### config.mk
export PLATFORM = sky130hd
export DESIGN_NAME = int_pipeline
export DESIGN_NICKNAME = d
export VERILOG_FILES = /design/src/core_pkg.sv /design/src/data_select_stage.sv /design/src/exec_stage.sv /design/src/inst_decoder.sv /design/src/int_pipeline.sv /design/src/reg_file.sv /design/src/retire_pipe.sv
export SDC_FILE = /design/constraint.sdc
export NUM_CORES = 2
export LEC_CHECK = 0
export BUFFER_PORTS_ARGS = -buffer_cell sky130_fd_sc_hd__buf_2
export CELL_PAD_IN_SITES_DETAIL_PLACEMENT = 1
export CELL_PAD_IN_SITES_GLOBAL_PLACEMENT = 2
export CORE_MARGIN = 1
export CORE_UTILIZATION = 47
export DETAILED_ROUTE_END_ITERATION = 7
export PLACE_DENSITY_LB_ADDON = 0.1
export SETUP_SLACK_MARGIN = 0.5
export SLEW_MARGIN = 20
export SYNTH_ARGS = -nofsm -noshare
export SYNTH_HDL_FRONTEND = slang
export SYNTH_SLANG_ARGS = --single-unit
### constraint.sdc
create_clock -name clk -period 11.13 [get_ports clk]
set_input_delay 1.113 -clock clk [delete_from_list [all_inputs] [get_ports clk]]
set_output_delay 1.113 -clock clk [all_outputs]
set_load 0.01 [all_outputs]
### src/core_pkg.sv
package core_pkg;

    localparam int xlen       = 32;
    localparam int reg_addr_w = 5;

    // one instruction word, read through the view its opcode calls for
    typedef union packed {
        struct packed {
            logic [6:0]            funct7;
            logic [reg_addr_w-1:0] rs2;
            logic [reg_addr_w-1:0] rs1;
            logic [2:0]            funct3;
            logic [reg_addr_w-1:0] rd;
            logic [6:0]            opcode;
        } r;
        struct packed {
            logic [11:0]           imm12;
            logic [reg_addr_w-1:0] rs1;
            logic [2:0]            funct3;
            logic [reg_addr_w-1:0] rd;
            logic [6:0]            opcode;
        } i;
        struct packed {
            logic [19:0]           imm20;
            logic [reg_addr_w-1:0] rd;
            logic [6:0]            opcode;
        } u;
    } inst_word;

    localparam logic [6:0] opc_op     = 7'b0110011;
    localparam logic [6:0] opc_op_imm = 7'b0010011;
    localparam logic [6:0] opc_lui    = 7'b0110111;
    localparam logic [6:0] opc_auipc  = 7'b0010111;

    localparam logic [1:0] op1_rs1  = 2'd0;
    localparam logic [1:0] op1_pc   = 2'd1;
    localparam logic [1:0] op1_zero = 2'd2;

    localparam logic [1:0] op2_rs2 = 2'd0;
    localparam logic [1:0] op2_imi = 2'd1;
    localparam logic [1:0] op2_imu = 2'd2;

    localparam logic [3:0] alu_add  = 4'd0;
    localparam logic [3:0] alu_sub  = 4'd1;
    localparam logic [3:0] alu_and  = 4'd2;
    localparam logic [3:0] alu_or   = 4'd3;
    localparam logic [3:0] alu_xor  = 4'd4;
    localparam logic [3:0] alu_slt  = 4'd5;
    localparam logic [3:0] alu_sltu = 4'd6;
    localparam logic [3:0] alu_sll  = 4'd7;
    localparam logic [3:0] alu_srl  = 4'd8;
    localparam logic [3:0] alu_sra  = 4'd9;

endpackage

### src/data_select_stage.sv
module data_select_stage (
    input  logic                            clk,
    input  logic                            ds_valid,
    input  logic [core_pkg::xlen-1:0]       pc,
    input  logic [core_pkg::xlen-1:0]       inst,
    input  logic [core_pkg::reg_addr_w-1:0] rs1_addr,
    input  logic [core_pkg::reg_addr_w-1:0] rs2_addr,
    input  logic [core_pkg::xlen-1:0]       rs1_rf,
    input  logic [core_pkg::xlen-1:0]       rs2_rf,
    input  logic [1:0]                      op1_sel,
    input  logic [1:0]                      op2_sel,
    input  logic [3:0]                      alu_fn,
    input  logic                            rf_wen,
    input  logic [core_pkg::reg_addr_w-1:0] wb_addr,
    input  logic                            illegal,
    input  logic [core_pkg::xlen-1:0]       imm_i,
    input  logic [core_pkg::xlen-1:0]       imm_u,
    input  logic                            exe_fw_valid,
    input  logic                            exe_fw_can_forward,
    input  logic [core_pkg::reg_addr_w-1:0] exe_fw_addr,
    input  logic [core_pkg::xlen-1:0]       exe_fw_wdata,
    input  logic                            mem_fw_valid,
    input  logic                            mem_fw_can_forward,
    input  logic [core_pkg::reg_addr_w-1:0] mem_fw_addr,
    input  logic [core_pkg::xlen-1:0]       mem_fw_wdata,
    input  logic                            wb_fw_valid,
    input  logic                            wb_fw_can_forward,
    input  logic [core_pkg::reg_addr_w-1:0] wb_fw_addr,
    input  logic [core_pkg::xlen-1:0]       wb_fw_wdata,
    output logic                            stall,
    output logic                            ds_exe_valid,
    output logic [core_pkg::xlen-1:0]       ds_exe_pc,
    output logic [core_pkg::xlen-1:0]       ds_exe_inst,
    output logic [core_pkg::xlen-1:0]       ds_exe_op1_data,
    output logic [core_pkg::xlen-1:0]       ds_exe_op2_data,
    output logic [3:0]                      ds_exe_alu_fn,
    output logic                            ds_exe_rf_wen,
    output logic [core_pkg::reg_addr_w-1:0] ds_exe_wb_addr
);

    logic                      exe_rs1, exe_rs2, mem_rs1, mem_rs2, wb_rs1, wb_rs2;
    logic [core_pkg::xlen-1:0] rs1_data, rs2_data;

    // per-stage source matches
    assign exe_rs1 = exe_fw_valid && exe_fw_addr == rs1_addr && rs1_addr != '0;
    assign exe_rs2 = exe_fw_valid && exe_fw_addr == rs2_addr && rs2_addr != '0;
    assign mem_rs1 = mem_fw_valid && mem_fw_addr == rs1_addr && rs1_addr != '0;
    assign mem_rs2 = mem_fw_valid && mem_fw_addr == rs2_addr && rs2_addr != '0;
    assign wb_rs1  = wb_fw_valid && wb_fw_addr == rs1_addr && rs1_addr != '0;
    assign wb_rs2  = wb_fw_valid && wb_fw_addr == rs2_addr && rs2_addr != '0;

    assign stall = ds_valid && (
        (!exe_fw_can_forward && (exe_rs1 || exe_rs2)) ||
        (!mem_fw_can_forward && (mem_rs1 || mem_rs2)) ||
        (!wb_fw_can_forward && (wb_rs1 || wb_rs2)));

    // youngest forwarding stage wins, exe never can in this core
    assign rs1_data = rs1_addr == '0 ? '0 :
                      exe_rs1 && exe_fw_can_forward ? exe_fw_wdata :
                      mem_rs1 && mem_fw_can_forward ? mem_fw_wdata :
                      wb_rs1 && wb_fw_can_forward ? wb_fw_wdata : rs1_rf;
    assign rs2_data = rs2_addr == '0 ? '0 :
                      exe_rs2 && exe_fw_can_forward ? exe_fw_wdata :
                      mem_rs2 && mem_fw_can_forward ? mem_fw_wdata :
                      wb_rs2 && wb_fw_can_forward ? wb_fw_wdata : rs2_rf;

    always_comb begin
        case (op1_sel)
            core_pkg::op1_rs1: ds_exe_op1_data = rs1_data;
            core_pkg::op1_pc:  ds_exe_op1_data = pc;
            default:           ds_exe_op1_data = '0;
        endcase
        case (op2_sel)
            core_pkg::op2_rs2: ds_exe_op2_data = rs2_data;
            core_pkg::op2_imi: ds_exe_op2_data = imm_i;
            core_pkg::op2_imu: ds_exe_op2_data = imm_u;
            default:           ds_exe_op2_data = '0;
        endcase
    end

    // illegal words are taken but go on as bubbles
    assign ds_exe_valid   = ds_valid && !stall && !illegal;
    assign ds_exe_pc      = pc;
    assign ds_exe_inst    = inst;
    assign ds_exe_alu_fn  = alu_fn;
    assign ds_exe_rf_wen  = rf_wen;
    assign ds_exe_wb_addr = wb_addr;

endmodule

### src/exec_stage.sv
module exec_stage (
    input  logic                            clk,
    input  logic                            rst,
    input  logic                            ds_exe_valid,
    input  logic [core_pkg::xlen-1:0]       ds_exe_pc,
    input  logic [core_pkg::xlen-1:0]       ds_exe_inst,
    input  logic [core_pkg::xlen-1:0]       ds_exe_op1_data,
    input  logic [core_pkg::xlen-1:0]       ds_exe_op2_data,
    input  logic [3:0]                      ds_exe_alu_fn,
    input  logic                            ds_exe_rf_wen,
    input  logic [core_pkg::reg_addr_w-1:0] ds_exe_wb_addr,
    output logic                            fw_valid,
    output logic                            fw_can_forward,
    output logic [core_pkg::reg_addr_w-1:0] fw_addr,
    output logic [core_pkg::xlen-1:0]       fw_wdata,
    output logic                            ex_valid,
    output logic [core_pkg::xlen-1:0]       ex_result,
    output logic                            ex_rf_wen,
    output logic [core_pkg::reg_addr_w-1:0] ex_wb_addr,
    output logic [core_pkg::xlen-1:0]       ex_pc,
    output logic [core_pkg::xlen-1:0]       ex_inst
);

    logic [core_pkg::xlen-1:0] op1, op2;
    logic [3:0]                fn;

    always_ff @(posedge clk) begin
        if (rst) begin
            ex_valid <= 1'b0;
        end else begin
            ex_valid <= ds_exe_valid;
        end
    end

    always_ff @(posedge clk) begin
        op1        <= ds_exe_op1_data;
        op2        <= ds_exe_op2_data;
        fn         <= ds_exe_alu_fn;
        ex_rf_wen  <= ds_exe_rf_wen;
        ex_wb_addr <= ds_exe_wb_addr;
        ex_pc      <= ds_exe_pc;
        ex_inst    <= ds_exe_inst;
    end

    always_comb begin
        case (fn)
            core_pkg::alu_sub:  ex_result = op1 - op2;
            core_pkg::alu_and:  ex_result = op1 & op2;
            core_pkg::alu_or:   ex_result = op1 | op2;
            core_pkg::alu_xor:  ex_result = op1 ^ op2;
            core_pkg::alu_slt:  ex_result = {31'b0, $signed(op1) < $signed(op2)};
            core_pkg::alu_sltu: ex_result = {31'b0, op1 < op2};
            core_pkg::alu_sll:  ex_result = op1 << op2[4:0];
            core_pkg::alu_srl:  ex_result = op1 >> op2[4:0];
            core_pkg::alu_sra:  ex_result = $signed(op1) >>> op2[4:0];
            default:            ex_result = op1 + op2;
        endcase
    end

    // result is not ready in time to forward from here
    assign fw_valid       = ex_valid && ex_rf_wen;
    assign fw_can_forward = 1'b0;
    assign fw_addr        = ex_wb_addr;
    assign fw_wdata       = ex_result;

endmodule

### src/inst_decoder.sv
module inst_decoder (
    input  logic [core_pkg::xlen-1:0]       inst,
    output logic [core_pkg::reg_addr_w-1:0] rs1_addr,
    output logic [core_pkg::reg_addr_w-1:0] rs2_addr,
    output logic [core_pkg::reg_addr_w-1:0] wb_addr,
    output logic [1:0]                      op1_sel,
    output logic [1:0]                      op2_sel,
    output logic [3:0]                      alu_fn,
    output logic                            rf_wen,
    output logic                            illegal,
    output logic [core_pkg::xlen-1:0]       imm_i,
    output logic [core_pkg::xlen-1:0]       imm_u
);

    core_pkg::inst_word iw;

    // funct3 to alu code, alt picks sub or sra
    function automatic logic [3:0] alu_code(input logic [2:0] funct3, input logic alt);
        case (funct3)
            3'b000:  alu_code = alt ? core_pkg::alu_sub : core_pkg::alu_add;
            3'b001:  alu_code = core_pkg::alu_sll;
            3'b010:  alu_code = core_pkg::alu_slt;
            3'b011:  alu_code = core_pkg::alu_sltu;
            3'b100:  alu_code = core_pkg::alu_xor;
            3'b101:  alu_code = alt ? core_pkg::alu_sra : core_pkg::alu_srl;
            3'b110:  alu_code = core_pkg::alu_or;
            default: alu_code = core_pkg::alu_and;
        endcase
    endfunction

    assign iw      = inst;
    assign wb_addr = iw.u.rd;
    assign imm_i   = {{20{iw.i.imm12[11]}}, iw.i.imm12};
    assign imm_u   = {iw.u.imm20, 12'b0};
    assign rf_wen  = !illegal && iw.u.rd != '0;

    // unused source fields stay at x0 so they never match a hazard
    always_comb begin
        rs1_addr = '0;
        rs2_addr = '0;
        op1_sel  = core_pkg::op1_zero;
        op2_sel  = core_pkg::op2_imu;
        alu_fn   = core_pkg::alu_add;
        illegal  = 1'b0;
        case (iw.u.opcode)
            core_pkg::opc_op: begin
                rs1_addr = iw.r.rs1;
                rs2_addr = iw.r.rs2;
                op1_sel  = core_pkg::op1_rs1;
                op2_sel  = core_pkg::op2_rs2;
                alu_fn   = alu_code(iw.r.funct3, iw.r.funct7[5]);
                if (iw.r.funct7 == 7'h20) begin
                    illegal = iw.r.funct3 != 3'b000 && iw.r.funct3 != 3'b101;
                end else begin
                    illegal = iw.r.funct7 != 7'h00;
                end
            end
            core_pkg::opc_op_imm: begin
                rs1_addr = iw.i.rs1;
                op1_sel  = core_pkg::op1_rs1;
                op2_sel  = core_pkg::op2_imi;
                // bit 30 only selects sra for shifts, shamt is imm12[4:0]
                alu_fn   = alu_code(iw.i.funct3, iw.i.funct3 == 3'b101 && iw.i.imm12[10]);
                if (iw.i.funct3 == 3'b001) begin
                    illegal = iw.i.imm12[11:5] != 7'h00;
                end else if (iw.i.funct3 == 3'b101) begin
                    illegal = iw.i.imm12[11:5] != 7'h00 && iw.i.imm12[11:5] != 7'h20;
                end
            end
            core_pkg::opc_lui: begin
                op1_sel = core_pkg::op1_zero;
            end
            core_pkg::opc_auipc: begin
                op1_sel = core_pkg::op1_pc;
            end
            default: illegal = 1'b1;
        endcase
    end

endmodule

### src/int_pipeline.sv
module int_pipeline (
    input  logic                            clk,
    input  logic                            rst,
    input  logic                            inst_valid,
    input  logic [core_pkg::xlen-1:0]       inst,
    input  logic [core_pkg::xlen-1:0]       pc,
    output logic                            stall,
    output logic                            retire_valid,
    output logic [core_pkg::xlen-1:0]       retire_pc,
    output logic [core_pkg::xlen-1:0]       retire_inst,
    output logic                            retire_wen,
    output logic [core_pkg::reg_addr_w-1:0] retire_addr,
    output logic [core_pkg::xlen-1:0]       retire_data
);

    logic [core_pkg::reg_addr_w-1:0] rs1_addr, rs2_addr, wb_addr, ds_exe_wb_addr, ex_wb_addr;
    logic [core_pkg::reg_addr_w-1:0] exe_fw_addr, mem_fw_addr, wb_fw_addr, rf_waddr;
    logic [1:0]                      op1_sel, op2_sel;
    logic [3:0]                      alu_fn, ds_exe_alu_fn;
    logic                            rf_wen, illegal, ds_exe_valid, ds_exe_rf_wen;
    logic                            ex_valid, ex_rf_wen, rf_we;
    logic                            exe_fw_valid, exe_fw_can_forward, mem_fw_valid;
    logic                            mem_fw_can_forward, wb_fw_valid, wb_fw_can_forward;
    logic [core_pkg::xlen-1:0]       imm_i, imm_u, rs1_rf, rs2_rf, ds_exe_pc, ds_exe_inst;
    logic [core_pkg::xlen-1:0]       ds_exe_op1_data, ds_exe_op2_data, ex_result, ex_pc, ex_inst;
    logic [core_pkg::xlen-1:0]       exe_fw_wdata, mem_fw_wdata, wb_fw_wdata, rf_wdata;

    inst_decoder inst_decoder_inst (.*);

    reg_file reg_file_inst (
        .clk, .rst, .raddr1(rs1_addr), .raddr2(rs2_addr), .rdata1(rs1_rf), .rdata2(rs2_rf),
        .wen(rf_we), .waddr(rf_waddr), .wdata(rf_wdata)
    );

    data_select_stage data_select_stage_inst (.*, .ds_valid(inst_valid));

    exec_stage exec_stage_inst (
        .*, .fw_valid(exe_fw_valid), .fw_can_forward(exe_fw_can_forward),
        .fw_addr(exe_fw_addr), .fw_wdata(exe_fw_wdata)
    );

    retire_pipe retire_pipe_inst (.*, .rf_wen(rf_we));

endmodule

### src/reg_file.sv
module reg_file (
    input  logic                            clk,
    input  logic                            rst,
    input  logic [core_pkg::reg_addr_w-1:0] raddr1,
    input  logic [core_pkg::reg_addr_w-1:0] raddr2,
    output logic [core_pkg::xlen-1:0]       rdata1,
    output logic [core_pkg::xlen-1:0]       rdata2,
    input  logic                            wen,
    input  logic [core_pkg::reg_addr_w-1:0] waddr,
    input  logic [core_pkg::xlen-1:0]       wdata
);

    logic [core_pkg::xlen-1:0] regs [2**core_pkg::reg_addr_w];

    // x0 is cleared by reset and never written, so it reads zero
    assign rdata1 = regs[raddr1];
    assign rdata2 = regs[raddr2];

    always_ff @(posedge clk) begin
        if (rst) begin
            for (int i = 0; i < 2**core_pkg::reg_addr_w; i++) begin
                regs[i] <= '0;
            end
        end else if (wen && waddr != '0) begin
            regs[waddr] <= wdata;
        end
    end

endmodule

### src/retire_pipe.sv
module retire_pipe (
    input  logic                            clk,
    input  logic                            rst,
    input  logic                            ex_valid,
    input  logic [core_pkg::xlen-1:0]       ex_result,
    input  logic                            ex_rf_wen,
    input  logic [core_pkg::reg_addr_w-1:0] ex_wb_addr,
    input  logic [core_pkg::xlen-1:0]       ex_pc,
    input  logic [core_pkg::xlen-1:0]       ex_inst,
    output logic                            mem_fw_valid,
    output logic                            mem_fw_can_forward,
    output logic [core_pkg::reg_addr_w-1:0] mem_fw_addr,
    output logic [core_pkg::xlen-1:0]       mem_fw_wdata,
    output logic                            wb_fw_valid,
    output logic                            wb_fw_can_forward,
    output logic [core_pkg::reg_addr_w-1:0] wb_fw_addr,
    output logic [core_pkg::xlen-1:0]       wb_fw_wdata,
    output logic                            rf_wen,
    output logic [core_pkg::reg_addr_w-1:0] rf_waddr,
    output logic [core_pkg::xlen-1:0]       rf_wdata,
    output logic                            retire_valid,
    output logic [core_pkg::xlen-1:0]       retire_pc,
    output logic [core_pkg::xlen-1:0]       retire_inst,
    output logic                            retire_wen,
    output logic [core_pkg::reg_addr_w-1:0] retire_addr,
    output logic [core_pkg::xlen-1:0]       retire_data
);

    logic                            mem_valid, mem_wen, wb_valid, wb_wen;
    logic [core_pkg::reg_addr_w-1:0] mem_addr, wb_addr;
    logic [core_pkg::xlen-1:0]       mem_result, mem_pc, mem_inst, wb_result, wb_pc, wb_inst;

    always_ff @(posedge clk) begin
        if (rst) begin
            mem_valid <= 1'b0;
            wb_valid  <= 1'b0;
        end else begin
            mem_valid <= ex_valid;
            wb_valid  <= mem_valid;
        end
    end

    always_ff @(posedge clk) begin
        mem_wen    <= ex_rf_wen;
        mem_addr   <= ex_wb_addr;
        mem_result <= ex_result;
        mem_pc     <= ex_pc;
        mem_inst   <= ex_inst;
        wb_wen     <= mem_wen;
        wb_addr    <= mem_addr;
        wb_result  <= mem_result;
        wb_pc      <= mem_pc;
        wb_inst    <= mem_inst;
    end

    assign mem_fw_valid       = mem_valid && mem_wen;
    assign mem_fw_can_forward = 1'b1;
    assign mem_fw_addr        = mem_addr;
    assign mem_fw_wdata       = mem_result;
    assign wb_fw_valid        = wb_valid && wb_wen;
    assign wb_fw_can_forward  = 1'b1;
    assign wb_fw_addr         = wb_addr;
    assign wb_fw_wdata        = wb_result;

    // wb register drives both the write port and the retire view
    assign rf_wen       = wb_valid && wb_wen;
    assign rf_waddr     = wb_addr;
    assign rf_wdata     = wb_result;
    assign retire_valid = wb_valid;
    assign retire_pc    = wb_pc;
    assign retire_inst  = wb_inst;
    assign retire_wen   = rf_wen;
    assign retire_addr  = wb_addr;
    assign retire_data  = wb_result;

endmodule

==> impl_metrics.csv <==
group,metric,value,unit
status,status,"complete, no violations",
logic_synthesis,syn_inst,6490,
timing,min_period,5.926,ns
layout,area_growth,11.46,%
global_route,grt_pass1_vias,59580,
layout,instances_no_fill,8634,
logic_synthesis,synth_area_leader_cell,"edfxtp_1",
layout,fin_util,52.90,%
drt,ant_nets,0,
timing,worst_clock_skew,0.02994,ns
power_and_ir_drop,seq_power_share,48.4,%
logic_synthesis,synth-async-reset-ratio,0,%
layout,final_cell_mix,"1024 x edfxtp_1, 998 x and2_1, 723 x nand2_1, 462 x a21oi_1, 325 x dfxtp_1",
worst_setup_path,crit_slowest_cell,"nor2_4",
timing,setup_viol,0,
clock_tree,root_buffer,"clkbuf_16",
global_route,grt.total_usage,41.79,%
drt,viasPerCell,6.949,
timing,finalWorstSetupSlack,5.204,ns
clock_tree,cts_resized,0,
die,io_pins,171,
worst_setup_path,cpPeakStageDelay,0.94,ns
die,fp.dieW,394.1,um
die,core-area,152300,um2
placement,place_inst,8346,
placement,place_area,75380,um2
layout,drive_gt1_share,16.29,%
worst_setup_path,rr_worst_depth,14,
power_and_ir_drop,p_clk_share,44.1,%
worst_setup_path,r2r-end,"retire_pipe_inst.mem_fw_wdata[23]",
drt,drt_pass1_iterations,8,
drt,routedWlPerCell,38.34,um
timing,finalMaxSlewViolations,0,
power_and_ir_drop,pwr-share-comb,7.4,%
global_route,busiest_layer,"met2",
logic_synthesis,ys.flop_type,"edfxtp_1",
power_and_ir_drop,power.density,147.5,nW/um2
die,die_y,394.1,um
die,initial_utilization,47.46,%
power_and_ir_drop,p_leak,29.31,nW
logic_synthesis,synth-seq-cells,1354,
worst_setup_path,cp_max_fo,25,
clock_tree,postCtsSetupBuffers,0,
logic_synthesis,avgSynthCellArea,11.13,um2
layout,final_cell_area,80540,um2
logic_synthesis,synth.distinct_cells,96,
clock_tree,insertion_delay,0.83,ns
worst_setup_path,r2r_start,"exec_stage_inst.op2[3]",
logic_synthesis,synth_edf_count,1024,
power_and_ir_drop,power_switching,2.974,mW
global_route,grt_overflow,0,
timing,rsz0062_at_grt,"false",
clock_tree,clock_sinks,1354,
worst_setup_path,critPathRequiredTime,10.02,ns
clock_tree,cts_tree,"yes",
worst_setup_path,start_kind,"input pin",
logic_synthesis,syn_area,72260,um2
worst_setup_path,endpoint,"stall",
global_route,grt_util_met2,61.15,%
placement,post-place-ws,5.193,ns
power_and_ir_drop,peakVddDrop,0.1471,mV
placement,io_buffers,170,
power_and_ir_drop,p_int,8.908,mW
layout,final_common_cell,"edfxtp_1",
worst_setup_path,path_depth,11,
worst_setup_path,arrival,4.81,ns
global_route,grt_max_degree,102,
clock_tree,path_clk_slew,0.06,ns
global_route,grt.met3_usage,10.04,%
power_and_ir_drop,power,11.88,mW
timing,fin_crit_sh,53.24,%
layout,fill_cells,15880,
placement,dp_hpwl,212.3,mm
logic_synthesis,netlist_top_cells_area,"edfxtp_1 43%, dfxtp_1 9.1%, and2_1 8.7%",
logic_synthesis,synth_top_area_share,42.55,%
clock_tree,cts_buffers,152,
worst_setup_path,critPathKind,"input pin to output pin",
worst_setup_path,worstSetupEndpointType,"output pin",
timing,fmax,168.7,MHz
drt,postRouteWirelength,331.0,mm
die,design.die.area,155300,um2
worst_setup_path,critPathLaunch,"inst[6]",
timing,whs,0.3226,ns
timing,max_slew_margin,12.03,%
global_route,grt_pass1_wl,458.4,mm
worst_setup_path,path_delay_family,"simple AND/OR/NAND/NOR gates",
logic_synthesis,yosysSeqAreaShare,51.69,%
layout,fin_nets,6637,
global_route,use_met1,55.64,%
timing,tightest_slew,1.318,ns
timing,final_hold_viol_count,0,
logic_synthesis,yosys_warnings,0,
clock_tree,hold_buffers,0,
timing,tns,0,ns
drt,first_iter_violations,9408,
global_route,antenna_found_initial,28,
worst_setup_path,crit_chain,"buf_2 > and4b_1 > nand3_4 > nor2_4 > buf_4 > xnor2_1 > nand4_1 > o31ai_1 > nand3_1 > nor2_1 > buf_2",
die,std_cell_rows,143,
worst_setup_path,cp_common_cell,"buf_2",
clock_tree,htreeDepth,4,
min_path,hp-class,"register to register",
drt,vias,60000,
placement,place_congestion,0.9641,
clock_tree,clock_path_buffers,3,
worst_setup_path,crit_buf_inv,3,
flow_run,cap_violations,0,
power_and_ir_drop,swShare,25.03,%
worst_setup_path,rrSetupSlack,5.94,ns
drt,drc,0,
min_path,whs_path_depth,0,
## power groups by stage
stage / combinational, mW / sequential [mW] / clock [mW]
2_1_floorplan: 0.468 / 5.80 / 0
3_3_place_gp: 0.842 / 5.84 / 0
3_5_place_dp: 0.853 / 5.85 / 0
4_1_cts: 0.858 / 5.75 / 5.26
5_1_grt: 0.905 / 5.77 / 5.44
6_report: 0.883 / 5.76 / 5.24
## worst reg2reg max path, delay by kind of cell (launching register included)
family | cells | cell delay (ns)
compound gates | 8 | 3.06
flops | 1 | 0.32
fa+ha+maj | 1 | 0.50
buf+inv | 5 | 1.17
## cell type report
| type | count | area, um2 | share of cell area (%) |
|---|---|---|---|
| diodes | 3 | 7.507 | 0.009321 |
| clock inverters | 101 | 1044 | 1.296 |
| repair buffers | 395 | 2679 | 3.326 |
| inverters | 115 | 431.7 | 0.5360 |
| multi-input cells | 4453 | 32400 | 40.23 |
| flip-flops and latches | 1354 | 37360 | 46.39 |
| clock buffers | 183 | 4074 | 5.058 |
| well taps | 2030 | 2540 | 3.154 |
## sequential cells by signal (all words and copies together), names as in the netlist, 4 cells and up
name                           count
exec_stage_inst.ex_inst           28
exec_stage_inst.ex_pc             32
exec_stage_inst.ex_wb_addr         4
exec_stage_inst.fn                 4
exec_stage_inst.op1               32
exec_stage_inst.op2               32
reg_file_inst.regs              1024
retire_pipe_inst.mem_fw_addr       4
retire_pipe_inst.mem_fw_wdata     32
retire_pipe_inst.mem_inst         28
retire_pipe_inst.mem_pc           32
retire_pipe_inst.retire_addr       4
retire_pipe_inst.retire_data      32
retire_pipe_inst.retire_inst      28
retire_pipe_inst.retire_pc        32
## Yosys cell counts, types with 10 or more instances
cell / n
a21oi_1: 462
buf_1: 36
dfxtp_1: 330
mux2_2: 54
and2_1: 1000
buf_4: 13
nor4_1: 24
buf_2: 102
a31oi_1: 32
a221o_1: 54
ha_1: 97
mux4_2: 269
nor2b_1: 16
nor2_1: 274
o21bai_1: 11
o221ai_1: 52
or2_2: 31
o21ai_0: 189
nor3_1: 78
inv_1: 112
nand2b_1: 19
a221oi_1: 117
nand4_1: 25
o311a_1: 13
nand3_1: 81
a211oi_1: 35
o22ai_1: 74
nand2_1: 728
a222oi_1: 30
a21o_1: 25
clkbuf_1: 441
mux2i_1: 256
a22oi_1: 53
o21ai_1: 16
edfxtp_1: 1024
o211ai_1: 43
a2111oi_0: 46
o31ai_1: 17
a211o_1: 10
or3_1: 13
and3_1: 15
xnor2_1: 23
## logic make-up after synthesis
group	share of synthesized area, %
AO/OA/AOI/OAI	12.66
XOR/XNOR	0.3272
other	0.005189
multiplexers	12.77
AND/OR/NAND/NOR	16.78
adder cells (fa/ha/maj)	1.735
flip-flops	51.69
buffers and inverters	4.026
## worst min path at each step
stage / startpoint / to
after global routing: exec_stage_inst.ex_pc[27] / retire_pipe_inst.mem_pc[27]
after CTS: exec_stage_inst.ex_pc[8] / retire_pipe_inst.mem_pc[8]
after detailed placement: exec_stage_inst.ex_inst[4] / retire_pipe_inst.mem_inst[4]
after floorplan: exec_stage_inst.ex_inst[0] / retire_pipe_inst.mem_inst[0]
after global placement: retire_pipe_inst.mem_pc[23] / retire_pipe_inst.retire_pc[23]
final: exec_stage_inst.ex_pc[8] / retire_pipe_inst.mem_pc[8]
## metal layers
layer / vias up / share of wire [%] / routed length, um
li1: 23920 / - / -
met1: 30950 / 38 / 126900
met2: 4292 / 43 / 141400
met3: 840 / 12 / 38740
met4: 4 / 7.3 / 24010
met5: - / 0.010 / 34
Power figures use the tool's default switching activity.
